**config.mk**
```make
export PLATFORM = sky130hd
export DESIGN_NAME = motion_top
export DESIGN_NICKNAME = d
export VERILOG_FILES = /design/src/source/motion_pkg.sv /design/src/source/pwm_drive.sv /design/src/source/pwm_decode.sv /design/src/source/wheel_physics.sv /design/src/source/motion_top.sv
export SDC_FILE = /design/constraint.sdc
export NUM_CORES = 1
export LEC_CHECK = 0
export CORE_MARGIN = 2
export CORE_UTILIZATION = 25
export CTS_BUF_LIST = sky130_fd_sc_hd__clkbuf_16
export CTS_CLUSTER_SIZE = 40
export DETAILED_ROUTE_END_ITERATION = 16
export DONT_BUFFER_PORTS = 1
export GPL_TIMING_DRIVEN = 0
export PLACE_DENSITY = 0.4
export REMOVE_ABC_BUFFERS = 1
export SETUP_SLACK_MARGIN = 0.2
export SLEW_MARGIN = 10
export SYNTH_ARGS = -nofsm -noshare
export SYNTH_HDL_FRONTEND = slang
export SYNTH_SLANG_ARGS = --single-unit
```
**constraint.sdc**
```tcl
create_clock -name clk -period 15.6 [get_ports clk]
set_input_delay 0 -clock clk [delete_from_list [all_inputs] [get_ports clk]]
set_output_delay 0 -clock clk [all_outputs]
set_load 0.1 [all_outputs]
```
**src/source/motion_pkg.sv**
```systemverilog
package motion_pkg;

  //////////////////////////////////////////////////
  // widths
  //////////////////////////////////////////////////

  localparam int pwm_bits     = 11;  // duty value and pwm period counter
  localparam int cmd_bits     = 12;  // signed wheel command
  localparam int alpha_bits   = 13;  // signed angular acceleration
  localparam int omega_bits   = 16;  // signed wheel / platform speed
  localparam int heading_bits = 20;  // platform heading, wraps on full turn

  //////////////////////////////////////////////////
  // types
  //////////////////////////////////////////////////

  // duty count of a single pwm line, high cycles per window
  typedef logic        [pwm_bits-1:0]     duty_t;

  // wheel drive command, usable range -2045..+2045
  typedef logic signed [cmd_bits-1:0]     cmd_t;

  typedef logic signed [alpha_bits-1:0]   alpha_t;    // torque minus damping
  typedef logic signed [omega_bits-1:0]   omega_t;    // wheel or platform rate
  typedef logic signed [heading_bits-1:0] heading_t;  // one full turn = 2**20

  //////////////////////////////////////////////////
  // physics constants
  //////////////////////////////////////////////////

  // wheel speed never leaves +/- omega_max
  localparam int omega_max = 32700;

  // at or below this accel the wheel only sees friction
  localparam int fric_band = 32;

endpackage

```
**src/source/pwm_drive.sv**
```systemverilog
`timescale 1ns/1ps

module pwm_drive (
  input  logic             clk,
  input  logic             rst_n,
  input  motion_pkg::cmd_t lft_cmd,   // signed left wheel drive
  input  motion_pkg::cmd_t rght_cmd,  // signed right wheel drive
  output logic [3:0]       pwm        // 0 lft fwd, 1 lft rev, 2 rght fwd, 3 rght rev
);

  motion_pkg::duty_t per_cnt;      // free running period counter
  motion_pkg::duty_t phase;        // counter minus one
  motion_pkg::cmd_t  cmd [2];      // 0 left, 1 right
  motion_pkg::duty_t duty_q [4];   // latched duty, indexed like pwm

  assign cmd[0] = lft_cmd;
  assign cmd[1] = rght_cmd;

  // magnitude of a signed command in duty counts
  function automatic motion_pkg::duty_t cmd_mag(input motion_pkg::cmd_t c);
    motion_pkg::cmd_t neg;
    neg = -c;
    if (c[motion_pkg::cmd_bits-1]) begin
      return neg[motion_pkg::pwm_bits-1:0];
    end
    return c[motion_pkg::pwm_bits-1:0];
  endfunction

  //////////////////////////////////////////////////
  // period counter
  //////////////////////////////////////////////////

  always_ff @(posedge clk or negedge rst_n) begin
    if (!rst_n) begin
      per_cnt <= '0;
    end else begin
      per_cnt <= per_cnt + 1'b1;  // wraps every 2048 cycles
    end
  end

  //////////////////////////////////////////////////
  // duty latch, once per period
  //////////////////////////////////////////////////

  always_ff @(posedge clk or negedge rst_n) begin
    if (!rst_n) begin
      for (int ch = 0; ch < 4; ch++) begin
        duty_q[ch] <= '0;
      end
    end else if (per_cnt == '0) begin  // period start, sample both commands
      for (int w = 0; w < 2; w++) begin
        // sign picks the line, the other one idles at zero duty
        duty_q[2*w]   <= cmd[w][motion_pkg::cmd_bits-1] ? '0 : cmd_mag(cmd[w]);
        duty_q[2*w+1] <= cmd[w][motion_pkg::cmd_bits-1] ? cmd_mag(cmd[w]) : '0;
      end
    end
  end

  // count 0 is spent loading the new duty, so high time runs over counts
  // 1..duty; phase wraps to all ones at count 0 which keeps the line low
  assign phase = per_cnt - 1'b1;

  always_ff @(posedge clk or negedge rst_n) begin
    if (!rst_n) begin
      pwm <= '0;
    end else begin
      for (int ch = 0; ch < 4; ch++) begin
        pwm[ch] <= (phase < duty_q[ch]);  // registered compare
      end
    end
  end

endmodule

```
**src/source/pwm_decode.sv**
```systemverilog
`timescale 1ns/1ps

module pwm_decode (
  input  logic              clk,
  input  logic              rst_n,
  input  logic              pwm_in,  // one pwm line from the driver
  output motion_pkg::duty_t duty,    // high cycles of the last window
  output logic              vld      // one cycle pulse, new duty
);

  motion_pkg::duty_t win_cnt;   // window position, runs from reset
  motion_pkg::duty_t high_cnt;  // high cycles seen so far
  logic              win_end;   // last cycle of the window

  assign win_end = &win_cnt;

  //////////////////////////////////////////////////
  // window and high time counters
  //////////////////////////////////////////////////

  always_ff @(posedge clk or negedge rst_n) begin
    if (!rst_n) begin
      win_cnt <= '0;
    end else begin
      win_cnt <= win_cnt + 1'b1;  // 2048 cycle window
    end
  end

  always_ff @(posedge clk or negedge rst_n) begin
    if (!rst_n) begin
      high_cnt <= '0;
    end else if (win_end) begin
      high_cnt <= '0;  // last window cycle not counted
    end else if (pwm_in) begin
      high_cnt <= high_cnt + 1'b1;
    end
  end

  //////////////////////////////////////////////////
  // held result and valid strobe
  //////////////////////////////////////////////////

  always_ff @(posedge clk or negedge rst_n) begin
    if (!rst_n) begin
      duty <= '0;
      vld  <= 1'b0;
    end else begin
      vld <= win_end;  // lands with the new duty
      if (win_end) begin
        duty <= high_cnt;
      end
    end
  end

endmodule

```
**src/source/wheel_physics.sv**
```systemverilog
`timescale 1ns/1ps

module wheel_physics #(
  parameter motion_pkg::heading_t start_heading = '0  // heading out of reset
) (
  input  logic                 clk,
  input  logic                 rst_n,
  input  logic                 step,        // new duties present, integrate once
  input  motion_pkg::duty_t    duty_lf,     // left forward
  input  motion_pkg::duty_t    duty_lr,     // left reverse
  input  motion_pkg::duty_t    duty_rf,     // right forward
  input  motion_pkg::duty_t    duty_rr,     // right reverse
  output motion_pkg::omega_t   omega_lft,
  output motion_pkg::omega_t   omega_rght,
  output motion_pkg::heading_t heading,
  output logic                 upd          // outputs just changed
);

  // saturation limits of the acceleration type
  localparam int alpha_hi = 2 ** (motion_pkg::alpha_bits - 1) - 1;
  localparam int alpha_lo = -alpha_hi - 1;

  motion_pkg::alpha_t   alpha_l;       // left wheel accel this step
  motion_pkg::alpha_t   alpha_r;
  motion_pkg::omega_t   omega_l_nxt;   // speeds after this step
  motion_pkg::omega_t   omega_r_nxt;
  motion_pkg::omega_t   plat_rate;     // platform turn rate
  motion_pkg::heading_t heading_nxt;

  //////////////////////////////////////////////////
  // wheel acceleration
  //////////////////////////////////////////////////

  // torque is linear in duty difference, speed feeds back as damping
  function automatic motion_pkg::alpha_t wheel_alpha(
    input motion_pkg::duty_t  fwd,
    input motion_pkg::duty_t  rev,
    input motion_pkg::omega_t om
  );
    motion_pkg::omega_t torque;
    motion_pkg::omega_t wide;  // room for torque plus both damping terms

    torque = motion_pkg::omega_t'(fwd) - motion_pkg::omega_t'(rev);
    wide   = torque - (om >>> 4) - (om >>> 6);  // damping ~ 5/64 of speed
    if (wide > alpha_hi) begin
      return motion_pkg::alpha_t'(alpha_hi);
    end
    if (wide < alpha_lo) begin
      return motion_pkg::alpha_t'(alpha_lo);
    end
    return wide[motion_pkg::alpha_bits-1:0];
  endfunction

  //////////////////////////////////////////////////
  // wheel speed
  //////////////////////////////////////////////////

  // strong accel integrates, weak accel lets friction bleed speed off
  function automatic motion_pkg::omega_t wheel_omega(
    input motion_pkg::omega_t om,
    input motion_pkg::alpha_t acc
  );
    logic signed [motion_pkg::omega_bits:0] sum;  // one guard bit for the clamp

    if (acc > motion_pkg::fric_band || acc < -motion_pkg::fric_band) begin
      sum = om + (acc >>> 3);
      if (sum > motion_pkg::omega_max) begin
        return motion_pkg::omega_t'(motion_pkg::omega_max);
      end
      if (sum < -motion_pkg::omega_max) begin
        return motion_pkg::omega_t'(-motion_pkg::omega_max);
      end
      return sum[motion_pkg::omega_bits-1:0];
    end
    return om - (om >>> 6);  // friction, lose 1/64 per step
  endfunction

  //////////////////////////////////////////////////
  // one integration step, combinational
  //////////////////////////////////////////////////

  always_comb begin
    alpha_l     = wheel_alpha(duty_lf, duty_lr, omega_lft);
    alpha_r     = wheel_alpha(duty_rf, duty_rr, omega_rght);
    omega_l_nxt = wheel_omega(omega_lft, alpha_l);
    omega_r_nxt = wheel_omega(omega_rght, alpha_r);

    // halves keep the difference inside 16 bits
    plat_rate = (omega_r_nxt >>> 1) - (omega_l_nxt >>> 1);

    // gain ~ 1/128 + 1/256 - 1/4096 - 1/8192 - 1/16384, wraps at full turn
    heading_nxt = heading
                + (plat_rate >>> 7)
                + (plat_rate >>> 8)
                - (plat_rate >>> 12)
                - (plat_rate >>> 13)
                - (plat_rate >>> 14);
  end

  //////////////////////////////////////////////////
  // state, advances only on step
  //////////////////////////////////////////////////

  always_ff @(posedge clk or negedge rst_n) begin
    if (!rst_n) begin
      omega_lft  <= '0;
      omega_rght <= '0;
      heading    <= start_heading;
      upd        <= 1'b0;
    end else begin
      upd <= step;  // same edge as the new outputs
      if (step) begin
        omega_lft  <= omega_l_nxt;
        omega_rght <= omega_r_nxt;
        heading    <= heading_nxt;
      end
    end
  end

endmodule

```
**src/source/motion_top.sv**
```systemverilog
`timescale 1ns/1ps

module motion_top #(
  parameter motion_pkg::heading_t start_heading = '0  // handed to the physics block
) (
  input  logic                 clk,
  input  logic                 rst_n,
  input  motion_pkg::cmd_t     lft_cmd,     // held level, signed
  input  motion_pkg::cmd_t     rght_cmd,
  output motion_pkg::omega_t   omega_lft,
  output motion_pkg::omega_t   omega_rght,
  output motion_pkg::heading_t heading,
  output logic                 upd          // one cycle, new outputs
);

  logic [3:0]        pwm;       // 0 lft fwd, 1 lft rev, 2 rght fwd, 3 rght rev
  motion_pkg::duty_t duty [4];  // measured duty per line
  logic              step;      // window done, from channel 0

  //////////////////////////////////////////////////
  // motor driver model
  //////////////////////////////////////////////////

  pwm_drive u_drive (
    .clk      (clk),
    .rst_n    (rst_n),
    .lft_cmd  (lft_cmd),
    .rght_cmd (rght_cmd),
    .pwm      (pwm)
  );

  //////////////////////////////////////////////////
  // duty decoders
  //////////////////////////////////////////////////

  // all windows line up from reset, channel 0 paces the update
  for (genvar i = 0; i < 4; i++) begin : g_dec
    if (i == 0) begin : g_lead
      pwm_decode u_dec (
        .clk    (clk),
        .rst_n  (rst_n),
        .pwm_in (pwm[i]),
        .duty   (duty[i]),
        .vld    (step)
      );
    end else begin : g_follow
      pwm_decode u_dec (
        .clk    (clk),
        .rst_n  (rst_n),
        .pwm_in (pwm[i]),
        .duty   (duty[i]),
        .vld    ()       // same timing as channel 0
      );
    end
  end

  //////////////////////////////////////////////////
  // wheel and heading integration
  //////////////////////////////////////////////////

  wheel_physics #(
    .start_heading (start_heading)
  ) u_physics (
    .clk        (clk),
    .rst_n      (rst_n),
    .step       (step),
    .duty_lf    (duty[0]),
    .duty_lr    (duty[1]),
    .duty_rf    (duty[2]),
    .duty_rr    (duty[3]),
    .omega_lft  (omega_lft),
    .omega_rght (omega_rght),
    .heading    (heading),
    .upd        (upd)
  );

endmodule

```
==> impl_metrics.py <==
metrics = {
    "routing": {
        "post_drt_via_cell_ratio": 4.69,
        "detail-route-antenna-nets": 0,
        "first_iter_violations": 627,
        "drt_pass1_iterations": 8,
        "drt-total-wl_um": 54000,
        "drc": 0,
        "vias": 16300,
        "wire_per_inst_um": 15.5,
    },
    "cts": {
        "clk_latency_ns": 0.60,
        "cts.path.max_buffers": 3,
        "path_clk_slew_ns": 0.07,
        "htree_levels": 1,
        "clock_sinks": 245,
        "tritoncts": "done",
        "numCtsBuffers": 30,
        "ctsRootBufferMaster": "clkbuf_16",
    },
    "critical_path": {
        "reg2reg_from": "g_dec[3].g_follow.u_dec.duty[0]",
        "worst_ep_required_time_ns": 16.05,
        "crit_type": "flip-flop to flip-flop",
        "cp_slowest_stage_delay_ns": 0.56,
        "path_common_cell": "a21o_1",
        "path_delay_family": "compound AO/OA/AOI/OAI gates",
        "cp.arrival_ns": 14.99,
        "critPathLaunchType": "flip-flop",
        "cp_slowest_cell": "or4_1",
        "cp_max_fo": 6,
        "worstSetupStartpoint": "g_dec[3].g_follow.u_dec.duty[0]",
        "worstSetupEndpointType": "flip-flop",
        "cp_num_buf_inv": 8,
        "reg2reg_slack_ns": 1.06,
    },
    "layout": {
        "fin_util": 0.290,
        "multi_input_area_sq_um": 13700,
        "nets": 2672,
        "regArea_sq_um": 6140,
        "stdcell_count": 3481,
        "drive_above_1_share": 0.0934,
        "syn2layout_area_growth_pct": 15.4,
        "nFillCells": 8685,
    },
    "logic_synthesis": {
        "synth_top_area_frac": 0.298,
        "yosys-top-cells-area": "dfrtp_1, ha_1, xor2_1",
        "yosys.area.top_type": "dfrtp_1",
        "syn-cell-area_sq_um": 20600,
        "synthArstFlopShare": 1.00,
        "synth_ff_type": "dfrtp_1",
        "ys_ff_latch": 245,
        "syn_area_per_cell_sq_um": 8.77,
        "synthCells": 2345,
        "synth_cell_type_count": 96,
        "yosys_warnings": 0,
        "synth-seq-area-share": 0.298,
        "synth_edf_count": 0,
    },
    "timing": {
        "worst-slew-pin-transition_ns": 1.31,
        "hold_viol": 0,
        "skew_ns": 0.0413,
        "setup_violations": 0,
        "fin_crit_ns": 14.54,
        "fin_ws_ns": 1.06,
        "rsz0062_at_grt": "no",
        "max_freq_mhz": 68.8,
        "min_period_over_period": 0.932,
        "holdWs_ns": 0.0974,
        "maxSlewHeadroom": 0.124,
        "drv_slew": 0,
    },
    "die": {
        "fp.dieH_um": 291,
        "design.die.area_sq_um": 84600,
        "die_w_um": 291,
        "rows": 105,
        "coreArea_sq_um": 81700,
        "io_pins": 79,
        "start_util": 0.252,
    },
    "placed_design": {
        "dp.cells": 3363,
        "place_congestion": 0.793,
        "io_buffer_count": 0,
        "place_ws_ns": -1.36,
        "dp_hpwl_um": 40800,
    },
    "global_route": {
        "grt_max_degree": 246,
        "grt_pass1_wl_um": 88400,
        "antenna_found_initial": 2,
        "track_usage": 0.126,
        "grt_pass1_vias": 16700,
        "grt_overflow": 0,
    },
    "run": {
        "drv_cap": 0,
    },
    "run_status": {
        "status": "finished clean",
    },
    "min_path": {
        "hold_path.class": "input pin to asynchronous set/reset pin",
    },
    "power_and_ir_drop": {
        "cellPowerDensity_nw_per_um2": 67.6,
        "p_leak_nw": 10.9,
        "ir_worst_vdd_mv": 0.0871,
    },
}
-- metal layers --
metal,vias to the layer above,part of all wire,GRT usage,wire [um]
li1,8270,-,-,-
met4,0,0.015,0.0221,808
met3,46,0.035,0.0211,1900
met5,-,0,0,0
met2,179,0.48,0.223,26000
met1,7822,0.47,0.163,25300
-- logic make-up after synthesis --
group / synth area share
xor gates and xnor gates: 0.104
AOI/OAI and AO/OA: 0.174
and+or+nand+nor: 0.168
DFF: 0.298
muxes: 0.0296
adders and majority gates: 0.174
buffers and inverters: 0.0520
-- repair_timing --
item,CTS,global route
pin swaps,3,29
gates resized for setup,23,75
hold endpoints to repair,289,0
hold buffers,38,0
buffers inserted,3,20
setup endpoints to repair,14,11
-- final timing paths --
check	depth (start not counted)	endpoint
hold / removal	2	u_physics.omega_rght[1]
setup / recovery	70	u_physics.heading[19]
max in group asynchronous	3	g_dec[0].g_lead.u_dec.vld
hold reg to reg	1	g_dec[3].g_follow.u_dec.win_cnt[10]
min in group clk	3	u_drive.duty_q[0]
setup reg to reg	70	u_physics.heading[19]
-- power breakdown --
group          internal [mW]  switching (mW)
combinational         0.0621          0.0754
clock                  0.433           0.298
sequential             0.680          0.0538
total                   1.18           0.428
-- state kept, by name, indices dropped and copies added, names as in the netlist, 4 cells and up --
signal and cells:
u_drive.duty_q 44, g_dec.g_follow.u_dec.duty 33, g_dec.g_follow.u_dec.high_cnt 33, g_dec.g_follow.u_dec.win_cnt 33, u_physics.heading 20, u_physics.omega_lft 16
u_physics.omega_rght 16, g_dec.g_lead.u_dec.duty 11, g_dec.g_lead.u_dec.high_cnt 11, g_dec.g_lead.u_dec.win_cnt 11, u_drive.per_cnt 11, u_drive.pwm 4
-- cells in the mapped netlist (7+ instances only) --
| cell type | n |
|---|---|
| o21ai_0 | 175 |
| buf_2 | 9 |
| a21oi_1 | 130 |
| and3_1 | 39 |
| inv_1 | 218 |
| nand3b_1 | 24 |
| fa_1 | 30 |
| or2_2 | 10 |
| maj3_1 | 10 |
| a21o_1 | 52 |
| nor3_1 | 33 |
| nand4_1 | 32 |
| and2_1 | 16 |
| xnor2_1 | 114 |
| o2111ai_1 | 7 |
| clkbuf_1 | 42 |
| a211oi_1 | 14 |
| nand2_1 | 232 |
| mux2_2 | 27 |
| dfrtp_1 | 245 |
| nand3_1 | 61 |
| a31oi_1 | 9 |
| mux2i_1 | 22 |
| ha_1 | 229 |
| o21bai_1 | 19 |
| o31ai_1 | 15 |
| xor2_1 | 131 |
| buf_1 | 7 |
| o22ai_1 | 10 |
| o21a_1 | 17 |
| o211ai_1 | 13 |
| or3_1 | 19 |
| nor2_1 | 134 |
| nor2b_1 | 36 |
| nand2b_1 | 37 |
-- metrics by stage --
stage	power, mW	TNS, ns	instance area [sq um]
after CTS	1.64	0	23300
final	1.60	0	23700
after global placement	0.855	-11.78	21700
after global routing	1.70	0	23700
after detailed placement	0.859	-9.74	21800
after floorplan	0.824	0	20300
-- cells in the final DEF, fill, tap and decap left out, types with 8 or more instances in the layout --
master         instances
dfrtp_1              236
nand2_1              231
ha_1                 224
inv_1                222
o21ai_0              160
nor2_1               131
xor2_1               125
a21oi_1              120
xnor2_1              112
nand3_1               61
a21o_1                52
and3_1                39
dlygate4sd3_1         37
nand2b_1              35
nor2b_1               35
nor3_1                33
nand4_1               32
clkbuf_16             30
buf_4                 29
fa_1                  27
mux2_2                26
nand3b_1              24
mux2i_1               22
o21bai_1              18
or3_1                 18
o21a_1                17
and2_1                14
o211ai_1              13
o31ai_1               13
a21oi_2               12
o21ai_1               11
or2_2                 10
a211oi_1              10
a31oi_1                9
maj3_1                 9
o22ai_1                8
dfrtp_2                8
-- cell type report --
type,count,area share
antenna,2,0.000211
sequential,245,0.259
tap,1070,0.0564
clock buffer,30,0.0316
timing repair buffer,70,0.0285
clock inverter,24,0.0114
inverter,219,0.0347
multi-input combinational,1821,0.578
Power figures use the tool's default switching activity.
